`config.mk`:
```
export PLATFORM = sky130hd
export DESIGN_NAME = reset_stagger
export DESIGN_NICKNAME = d
export VERILOG_FILES = /design/src/reset_stagger.sv
export VERILOG_INCLUDE_DIRS = /design/src
export SDC_FILE = /design/constraint.sdc
export NUM_CORES = 1
export LEC_CHECK = 0
export ABC_CLOCK_PERIOD_IN_PS = 2070
export BUFFER_PORTS_ARGS = -buffer_cell sky130_fd_sc_hd__buf_2
export CAP_MARGIN = 10
export CORE_MARGIN = 5
export CORE_UTILIZATION = 25
export DETAILED_ROUTE_END_ITERATION = 7
export GPL_TIMING_DRIVEN = 0
export PLACE_DENSITY = 0.4
export SYNTH_ARGS = -nofsm -noshare
export SYNTH_HDL_FRONTEND = slang
export SYNTH_SLANG_ARGS = --single-unit
```
`constraint.sdc`:
```
create_clock -name clk -period 2.07 [get_ports clk]
set_clock_uncertainty 0.1 [all_clocks]
set_input_delay 0.207 -clock clk [delete_from_list [all_inputs] [get_ports clk]]
set_output_delay 0.207 -clock clk [all_outputs]
set_load 0.01 [all_outputs]
```
`src/taylor_settings.svh`:
```
`ifndef TAYLOR_SETTINGS_SVH
`define TAYLOR_SETTINGS_SVH

// Number of polynomial cores.
`define NUM_CORES 4

`define ORDER 4 // Coefficients c0 to c3.

`define FRAC_BITS 15 // Fraction bits of every fixed-point value.

`define IN_CREDITS 4 // Input FIFO depth.

`define OUT_CREDITS 2 // Initial credits toward the consumer.

`define STAGGER_CYCLES 8 // Cycles between core releases.

`endif

```
`src/reset_stagger.sv`:
```
`include "taylor_settings.svh"

module reset_stagger (
	input  logic                  clk,
	input  logic                  arst_n,
	output logic [`NUM_CORES-1:0] core_rst_n
);
	localparam int CNT_W = (`STAGGER_CYCLES > 1) ? $clog2(`STAGGER_CYCLES) : 1;
	localparam int IDX_W = $clog2(`NUM_CORES + 1);

	logic [CNT_W-1:0] cnt;
	logic [IDX_W-1:0] rel_idx; // Next core to release.
	logic             running;

	assign running = (rel_idx < IDX_W'(`NUM_CORES));

	always_ff @(posedge clk or negedge arst_n) begin
		if (!arst_n) begin
			cnt        <= '0;
			rel_idx    <= '0;
			core_rst_n <= '0;
		end else if (running) begin
			if (cnt == CNT_W'(`STAGGER_CYCLES - 1)) begin
				cnt        <= '0;
				rel_idx    <= rel_idx + 1'b1;
				core_rst_n <= core_rst_n | (`NUM_CORES'(1) << rel_idx);
			end else begin
				cnt <= cnt + 1'b1;
			end
		end
	end

	// A released core stays released.
	a_no_reenter: assert property (@(posedge clk) disable iff (!arst_n)
		($past(core_rst_n) & ~core_rst_n) == '0);

endmodule

```
==> impl_metrics.ini, run 1 <==
[run_status]
outcome = completed

[cells_and_area]
nets = 54
fin_area_sq_um = 572
mostFrequentLayoutCells = dfrtp_1, ha_1, buf_2
final_common_cell = dfrtp_1
final_cells = 69
fill_cells = 197
antenna_cells = 0
drive_above_1_share_pct = 36.4
area_growth_pct = 21.9

[sta]
slew_headroom_pct = 85.1
fin_ws_ns = 0.471
rsz0062_at_grt = no
setup_viol = 0
timing.final.crit_share_pct = 77.3
tns_ns = 0
worst_pin_slew_ns = 0.224
period_minus_slack_ns = 1.60
fmax_ghz = 0.625
slew_violations = 0
hold_violations = 0

[floorplanning]
fp-row-count = 15
start_util_pct = 26.6
core_sq_um = 1760
dieArea_sq_um = 2840
io_pins = 6
die_width_microns = 53.3
die_h_microns = 53.3

[clock_tree]
clk_pin_slew_worst_paths_ns = 0.07
postCtsHoldBufs = 1
root_buffer = clkbuf_4
cts_tree = yes
clock-sinks = 10
clock_latency_ns = 0.26
htree_levels = 1
cts_inserted_buffers = 3
postCtsSetupBuffers = 0
cts.repair.resized = 0
cts_buffer_depth = 2

[worst_setup_path]
worstPathCellList = ha_1 > ha_1 > nor2b_2 > buf_6 > mux2_4
path_max_fanout = 6
startpoint_type = flip-flop
crit_path_top_delay_cell = dfrtp_1
cp.arrival_ns = 1.65
cp_slowest_stage_delay_ns = 0.40
critPathKind = reg -> reg
crit_required_ns = 2.12
cpMostUsedCell = ha_1
end_kind = flip-flop

[yosys]
syn_inst = 34
synth.area.top_cells = dfrtp_1, ha_1, a21o_1, mux2_2, a21o_2
yosysWarnings = 0
yosys.area.top_type = dfrtp_1
syn_nets = 43
synth_area_sq_um = 469
synthDominantCellAreaShare_pct = 53.3
ys_types = 12
synth-seq-cells = 10
yosysSeqAreaShare_pct = 53.3
synth_area_per_cell_sq_um = 13.8

[hold_path]
hp-class = in -> async

[placement]
hpwl_microns = 594
place_area_sq_um = 526
dp_cells = 64
pre_cts_slack_ns = 0.466
io_buffers = 5
gp_congestion = 0.743

[grt]
grt-ovfl-total = 0
grt_pass1_vias = 315
globalRouteMet2Util_pct = 11.0
grtUsageMet3_pct = 3.66
grt_max_degree = 11
top_usage_layer = met2
use_met1_pct = 7.34
grt_usage_pct = 7.32
grt_pass1_wl_microns = 1370
antenna_found_initial = 0

[power_and_ir_drop]
vdd_drop_max_mv = 0.238
cellPowerDensity_nw_per_um2 = 657
p_leak_nw = 0.280
p_total_uw = 376

[run]
drv_cap = 0

[route]
wl_microns = 744
wl_per_cell_microns = 10.8
vias = 280
drt_iter0_drc = 1
remaining_drc_errors = 0
firstDrtPassIters = 2
postRouteAntennaNets = 0
vias_per_cell = 4.06
[cell usage after synthesis]
library cell and instances:
a21o_1 3, ha_1 7, nor3_1 1, buf_6 1
xnor2_1 1, a21o_2 2, o21ai_0 1, inv_1 4
mux2_2 2, dfrtp_1 10, mux2_4 1, nor2b_2 1
[per-stage QoR]
stage               utilization, %  hold slack [ns]
CTS                           32.4            0.230
global route                  32.4            0.246
floorplan                        -           -0.189
global placement              29.8          -0.0267
finish                        32.4            0.237
detailed placement            29.8          -0.0227
[worst paths after layout]
path,startpoint,endpoint,slack (ns),cells after the start
min in group clk,core_rst_n[1],core_rst_n[1],0.35,1
max in group asynchronous,arst_n,cnt[0],1.44,2
worst max register to register,cnt[0],rel_idx[1],0.47,5
worst min register to register,core_rst_n[1],core_rst_n[1],0.35,1
worst max-delay path,cnt[0],rel_idx[1],0.47,5
worst min-delay path,arst_n,core_rst_n[3],0.24,2
[state kept, by name, summed over array words and instances, names as in the netlist]
signal      cells
cnt             3
core_rst_n      4
rel_idx         3
[routing by layer]
layer,wire [microns],vias to the layer above
met3,42,0
met1,297,143
met4,0,0
li1,-,133
met5,0,-
met2,403,4
[power by group]
part           switching, mW  internal [mW]  total [mW]
clock network         0.0681          0.107       0.175
registers                  0          0.195       0.195
logic                0.00385        0.00193     0.00578
total                 0.0719          0.304       0.376
[critical path: cells and delay by family, from the launching register on]
family                     cells  cell delay [ns]
DFF                            1             0.40
adders and majority gates      2             0.40
muxes                          1             0.29
and+or+nand+nor                1             0.16
buffers and inverters          1             0.13
[area by class of cell]
cell class / instances / area, sq um / share of cell area, %
repair buffers: 6 / 35.0 / 6.13
flip-flops and latches: 10 / 250 / 43.8
multi-input cells: 19 / 193 / 33.7
clock buffers: 4 / 36.3 / 6.35
inverters: 4 / 15.0 / 2.63
well taps: 25 / 31.3 / 5.47
plain buffers: 1 / 11.3 / 1.97
[cells by family (layout without fill, tap and decap cells)]
| group | Yosys count | in the layout | synth area share, % |
|---|---|---|---|
| multiplexers | 3 | 3 | 8.00 |
| adder cells (fa/ha/maj) | 7 | 7 | 18.7 |
| AND/OR/NAND/NOR | 2 | 2 | 2.93 |
| flip-flops | 10 | 10 | 53.3 |
| AO/OA/AOI/OAI | 6 | 6 | 9.60 |
| XOR/XNOR | 1 | 1 | 1.87 |
| buffers and inverters | 5 | 15 | 5.60 |
No activity file was read; power rests on OpenSTA's default activity.
==> run 2: changes to the inputs <==
--- a/config.mk
+++ b/config.mk
@@ -6,14 +6,14 @@
 export SDC_FILE = /design/constraint.sdc
 export NUM_CORES = 1
 export LEC_CHECK = 0
-export ABC_CLOCK_PERIOD_IN_PS = 2070
+export ABC_CLOCK_PERIOD_IN_PS = 1350
 export BUFFER_PORTS_ARGS = -buffer_cell sky130_fd_sc_hd__buf_2
 export CAP_MARGIN = 10
 export CORE_MARGIN = 5
 export CORE_UTILIZATION = 25
 export DETAILED_ROUTE_END_ITERATION = 7
 export GPL_TIMING_DRIVEN = 0
-export PLACE_DENSITY = 0.4
+export PLACE_DENSITY = 0.41
 export SYNTH_ARGS = -nofsm -noshare
 export SYNTH_HDL_FRONTEND = slang
 export SYNTH_SLANG_ARGS = --single-unit
==> constraint.sdc (replaced) <==
create_clock -name clk -period 1.35 [get_ports clk]
set_clock_uncertainty 0.1 [all_clocks]
set_input_delay 0.135 -clock clk [delete_from_list [all_inputs] [get_ports clk]]
set_output_delay 0.135 -clock clk [all_outputs]
set_load 0.01 [all_outputs]
==> run 2 against run 1 <==
Compared with the run above:
- the run now ends with negative setup slack left
- first-iteration DRC count rose to 6.0 times the previous value
- clock power up 12%
- critical path depth unchanged
- core utilization up 2.4 points
- critical endpoint is now core_rst_n[2]
- largest cell class unchanged
- via count up 3.6%
- sequential cell count unchanged
- power up 34%
- worst hold slack worse by 0.065 ns
- count of clock-buffer cells in the layout down 1
- cell count up 4.3%
==> impl_metrics.ini, run 2 (same netlist as run 1, synthesis figures left out) <==
[sta]
hold_violations = 0
slew_violations = 0
rsz0062_at_grt = yes
fmax_ghz = 0.716
fin_ws_ns = -0.0461
worst_pin_slew_ns = 0.269
period_minus_slack_ns = 1.40
timing.final.crit_share_pct = 103
slew_headroom_pct = 82.1
setup_viol = 3

[power_and_ir_drop]
pwr-share-clk_pct = 38.9
internal-power_uw = 405
vdd_drop_max_mv = 0.375
switchingPower_uw = 99.7
p_seq_share_pct = 59.3
combPwrFrac_pct = 1.8
swShare_pct = 19.8
p_total_uw = 505
p_leak_nw = 0.288
cellPowerDensity_nw_per_um2 = 822

[worst_setup_path]
crit_required_ns = 1.40
end_kind = flip-flop
critPathKind = reg -> reg
critPathBufInv = 1
cpMostUsedCell = ha_4
cp_top_family = flip-flops
cp.arrival_ns = 1.44
path_max_fanout = 5
crit_path_top_delay_cell = dfrtp_1
startpoint_type = flip-flop
cp_slowest_stage_delay_ns = 0.41
worstPathCellList = ha_4 > ha_4 > nor2b_4 > buf_4 > a21o_1

[placement]
io_buffers = 5
dp_cells = 64
hpwl_microns = 637
gp_congestion = 0.746
pre_cts_slack_ns = -0.161
place_area_sq_um = 546

[cells_and_area]
final_cells = 72
final_common_cell = dfrtp_1
mostFrequentLayoutCells = dfrtp_1, ha_1, buf_2, buf_4, inv_1
fin_area_sq_um = 614
largest_reg_flops = 4
fill_cells = 197
final_util_pct = 34.8
antenna_cells = 0
drive_above_1_share_pct = 44.7
area_growth_pct = 30.9
largest-register = core_rst_n
reg_top3 = core_rst_n (4), cnt (3), rel_idx (3)
nets = 58

[grt]
grt_pass1_wl_microns = 1480
grt_usage_pct = 7.55
grt-ovfl-total = 0
grt_max_degree = 11
grt_pass1_vias = 315
antenna_found_initial = 0

[route]
wl_per_cell_microns = 11.7
postRouteAntennaNets = 0
firstDrtPassIters = 4
vias = 290
remaining_drc_errors = 0
drt_iter0_drc = 6
wl_microns = 842
vias_per_cell = 4.03

[run_status]
outcome = finished with violations
violations = negative setup slack

[floorplanning]
fp-row-count = 15
start_util_pct = 26.6
die_width_microns = 53.3
core_sq_um = 1760
io_pins = 6
dieArea_sq_um = 2840
die_h_microns = 53.3

[clock_tree]
root_buffer = clkbuf_4
htree_levels = 1
clock-sinks = 10
cts_buffer_depth = 2
cts_inserted_buffers = 3
cts_tree = yes
clk_pin_slew_worst_paths_ns = 0.06
clock_latency_ns = 0.25

[hold_path]
hp-class = in -> async

[run]
drv_cap = 0
run 2: cell count changes in the layout (fill, tap and decap cells not counted):
cell	before	now
ha_1	7	5
nor2b_2	1	0
buf_4	0	5
clkbuf_8	1	0
ha_4	0	2
buf_6	1	0
nor2b_4	0	1
run 2: cell type report:
cell class / instances / area, sq um / area share [%]
Sequential cell: 10 / 250 / 40.7
Multi-Input combinational cell: 19 / 223 / 36.3
Timing Repair Buffer: 11 / 72.6 / 11.8
Tap cell: 25 / 31.3 / 5.09
Clock buffer: 3 / 22.5 / 3.67
Inverter: 4 / 15.0 / 2.44
run 2: routing by layer:
metal	GRT usage (%)	wire length [microns]
met1	9.73	402
met5	0	0
met2	10.4	410
met4	5.11	5
met3	2.54	24
run 2: power by group through the flow:
stage           logic (mW)  registers, mW  clock network (mW)
2_1_floorplan  0.000000122          0.305                   0
3_3_place_gp       0.00669          0.305                   0
3_5_place_dp       0.00737          0.305                   0
4_1_cts            0.00965          0.299               0.210
5_1_grt             0.0109          0.299               0.226
6_report           0.00912          0.300               0.196
run 2: worst paths after layout:
kind / start / endpoint / slack [ns] / depth (start not counted)
worst max-delay path: cnt[1] / core_rst_n[2] / -0.05 / 5
worst min-delay path: arst_n / rel_idx[2] / 0.17 / 2
worst max register to register: cnt[1] / core_rst_n[2] / -0.05 / 5
worst min register to register: core_rst_n[0] / core_rst_n[0] / 0.36 / 1
max in group asynchronous: arst_n / core_rst_n[2] / 0.78 / 2
min in group clk: core_rst_n[0] / core_rst_n[0] / 0.36 / 1
run 2: what timing repair did:
action | in CTS | in global routing
hold endpoints to repair | 10 | 0
buffers inserted | 3 | 2
endpoints found under the setup margin | 5 | 3
pin swaps | 2 | 2
gates resized for setup | 0 | 1
hold buffers | 1 | 0
run 2: metrics by stage:
step	hold WS, ns	TNS (ns)
after floorplan	-0.261	-0.115
after global placement	-0.101	-0.197
after detailed placement	-0.0898	-0.335
after CTS	0.169	-0.0677
after global routing	0.196	-0.295
final	0.172	-0.131
==> run 3: changes to the inputs <==
--- a/config.mk
+++ b/config.mk
@@ -9,11 +9,11 @@
 export ABC_CLOCK_PERIOD_IN_PS = 1350
 export BUFFER_PORTS_ARGS = -buffer_cell sky130_fd_sc_hd__buf_2
 export CAP_MARGIN = 10
-export CORE_MARGIN = 5
-export CORE_UTILIZATION = 25
+export CORE_AREA = 5 5 42 44
 export DETAILED_ROUTE_END_ITERATION = 7
+export DIE_AREA = 0 0 47 49
 export GPL_TIMING_DRIVEN = 0
-export PLACE_DENSITY = 0.41
+export PLACE_DENSITY = 0.54
 export SYNTH_ARGS = -nofsm -noshare
 export SYNTH_HDL_FRONTEND = slang
 export SYNTH_SLANG_ARGS = --single-unit
==> run 3 against run 2 <==
Compared with the run above:
- the flow still finishes with violations (negative setup slack)
- count of clock-buffer cells in the layout increased by 1
- register-to-register slack about the same
- highest routed layer unchanged
- global-route usage increased by 1.2 points
- largest power group unchanged
- sequential cell count unchanged
==> impl_metrics.ini, run 3 (same netlist as run 1, synthesis figures left out) <==
[run_status]
outcome = finished with violations
violations = negative setup slack

[route]
wl_microns = 716
vias = 278
firstDrtPassIters = 2
wl_per_cell_microns = 11.5
vias_per_cell = 4.48
remaining_drc_errors = 0
postRouteAntennaNets = 0
drt_iter0_drc = 2

[sta]
hold_ws_ns = 0.165
rsz0062_at_grt = yes
hold_violations = 0
slew_headroom_pct = 82.8
slew_violations = 0
fin_ws_ns = -0.0562
timing.final.crit_share_pct = 104
setup_viol = 3
period_minus_slack_ns = 1.41
worst_pin_slew_ns = 0.258
fmax_ghz = 0.711

[worst_setup_path]
critPathBufInv = 0
rr_endpoint = rel_idx[1]
critPathKind = reg -> reg
r2r_cells = 4
crit_path_start = cnt[0]
cp_top_family = flip-flops
startpoint_type = flip-flop
end_kind = flip-flop
cp_slowest_stage_delay_ns = 0.36
cp.arrival_ns = 1.45
worstPathCellList = ha_2 > ha_4 > nor2b_4 > mux2_4
path_max_fanout = 4
crit_required_ns = 1.39
crit_path_top_delay_cell = dfrtp_1
timing.rr.start = cnt[0]
rrSetupSlack_ns = -0.06

[placement]
io_buffers = 5
gp_congestion = 0.649

[cells_and_area]
drive_above_1_share_pct = 43.5
mostFrequentLayoutCells = dfrtp_1, ha_1, buf_2
largest_reg_flops = 4
reg_top3 = core_rst_n (4), cnt (3), rel_idx (3)
antenna_cells = 0
nets = 56
area_growth_pct = 26.9
final_util_pct = 42.5
final_common_cell = dfrtp_1
largest-register = core_rst_n

[clock_tree]
cts_inserted_buffers = 3
htree_levels = 1
clock-sinks = 10
cts_buffer_depth = 2
root_buffer = clkbuf_4
cts_tree = yes
clk_pin_slew_worst_paths_ns = 0.06
clock_latency_ns = 0.25

[floorplanning]
core_sq_um = 1400
die_h_microns = 49
fp-row-count = 14
start_util_pct = 33.5
die_width_microns = 47
io_pins = 6
dieArea_sq_um = 2300

[power_and_ir_drop]
combPwrFrac_pct = 1.5
vdd_drop_max_mv = 0.476
cellPowerDensity_nw_per_um2 = 956
p_seq_share_pct = 52.6
pwr-share-clk_pct = 45.8
p_leak_nw = 0.285
swShare_pct = 18.2
switchingPower_uw = 103
internal-power_uw = 466

[grt]
grt_pass1_wl_microns = 1420
grt-ovfl-total = 0
grt_max_degree = 11
antenna_found_initial = 0
grt_usage_pct = 8.71
grt_pass1_vias = 355

[hold_path]
hp-class = in -> async

[run]
drv_cap = 0
run 3: changes by cell type in the layout (fill, tap and decap cells not counted):
cell      change
buf_4         -3
buf_6         +1
clkbuf_8      +1
ha_2          +1
ha_4          -1
run 3: how the worst max path moves through the flow:
stage	to	slack, ns	depth (start not counted)
after floorplan	rel_idx[1]	-0.10	5
after global placement	rel_idx[1]	-0.13	5
after detailed placement	rel_idx[1]	-0.17	5
after CTS	rel_idx[1]	-0.06	4
after global routing	rel_idx[1]	-0.11	4
final	rel_idx[1]	-0.06	4
run 3: repair_timing:
action / 4_1_cts / 5_1_grt
hold endpoints to repair: 10 / 0
endpoints found under the setup margin: 6 / 5
gates resized for setup: 1 / 0
buffers inserted: 3 / 0
pin swaps: 4 / 1
hold buffers: 1 / 0
run 3: metal layers:
layer,GRT usage (%),share of wire [%],vias up
met4,5.53,0.56,0
met1,8.05,33,138
met5,0,0,-
met2,15.6,63,2
li1,-,-,136
met3,2.21,3.2,2
run 3: area by class of cell:
class | count | area, sq um
fill | 139 | 806
tap | 16 | 20.0
timing repair buffer | 9 | 61.3
multi-input combinational | 19 | 213
sequential | 10 | 250
inverter | 4 | 15.0
clock buffer | 4 | 36.3
run 3: metrics by stage:
step	cells	power, mW	area (sq um)	TNS (ns)	worst slack (ns)
after floorplan	34	0.305	489	-0.115	-0.104
after global placement	55	0.312	534	-0.190	-0.132
after CTS	62	0.582	596	-0.113	-0.0623
after global routing	62	0.596	596	-0.268	-0.110
after detailed placement	55	0.312	534	-0.353	-0.165
final	62	0.569	596	-0.0729	-0.0562
run 3: power by group through the flow:
| stage | registers (mW) | logic, mW | clock network [mW] |
|---|---|---|---|
| 2_1_floorplan | 0.305 | 0.000000122 | 0 |
| 3_3_place_gp | 0.305 | 0.00669 | 0 |
| 3_5_place_dp | 0.305 | 0.00691 | 0 |
| 4_1_cts | 0.299 | 0.00922 | 0.274 |
| 5_1_grt | 0.299 | 0.0107 | 0.286 |
| 6_report | 0.299 | 0.00873 | 0.261 |
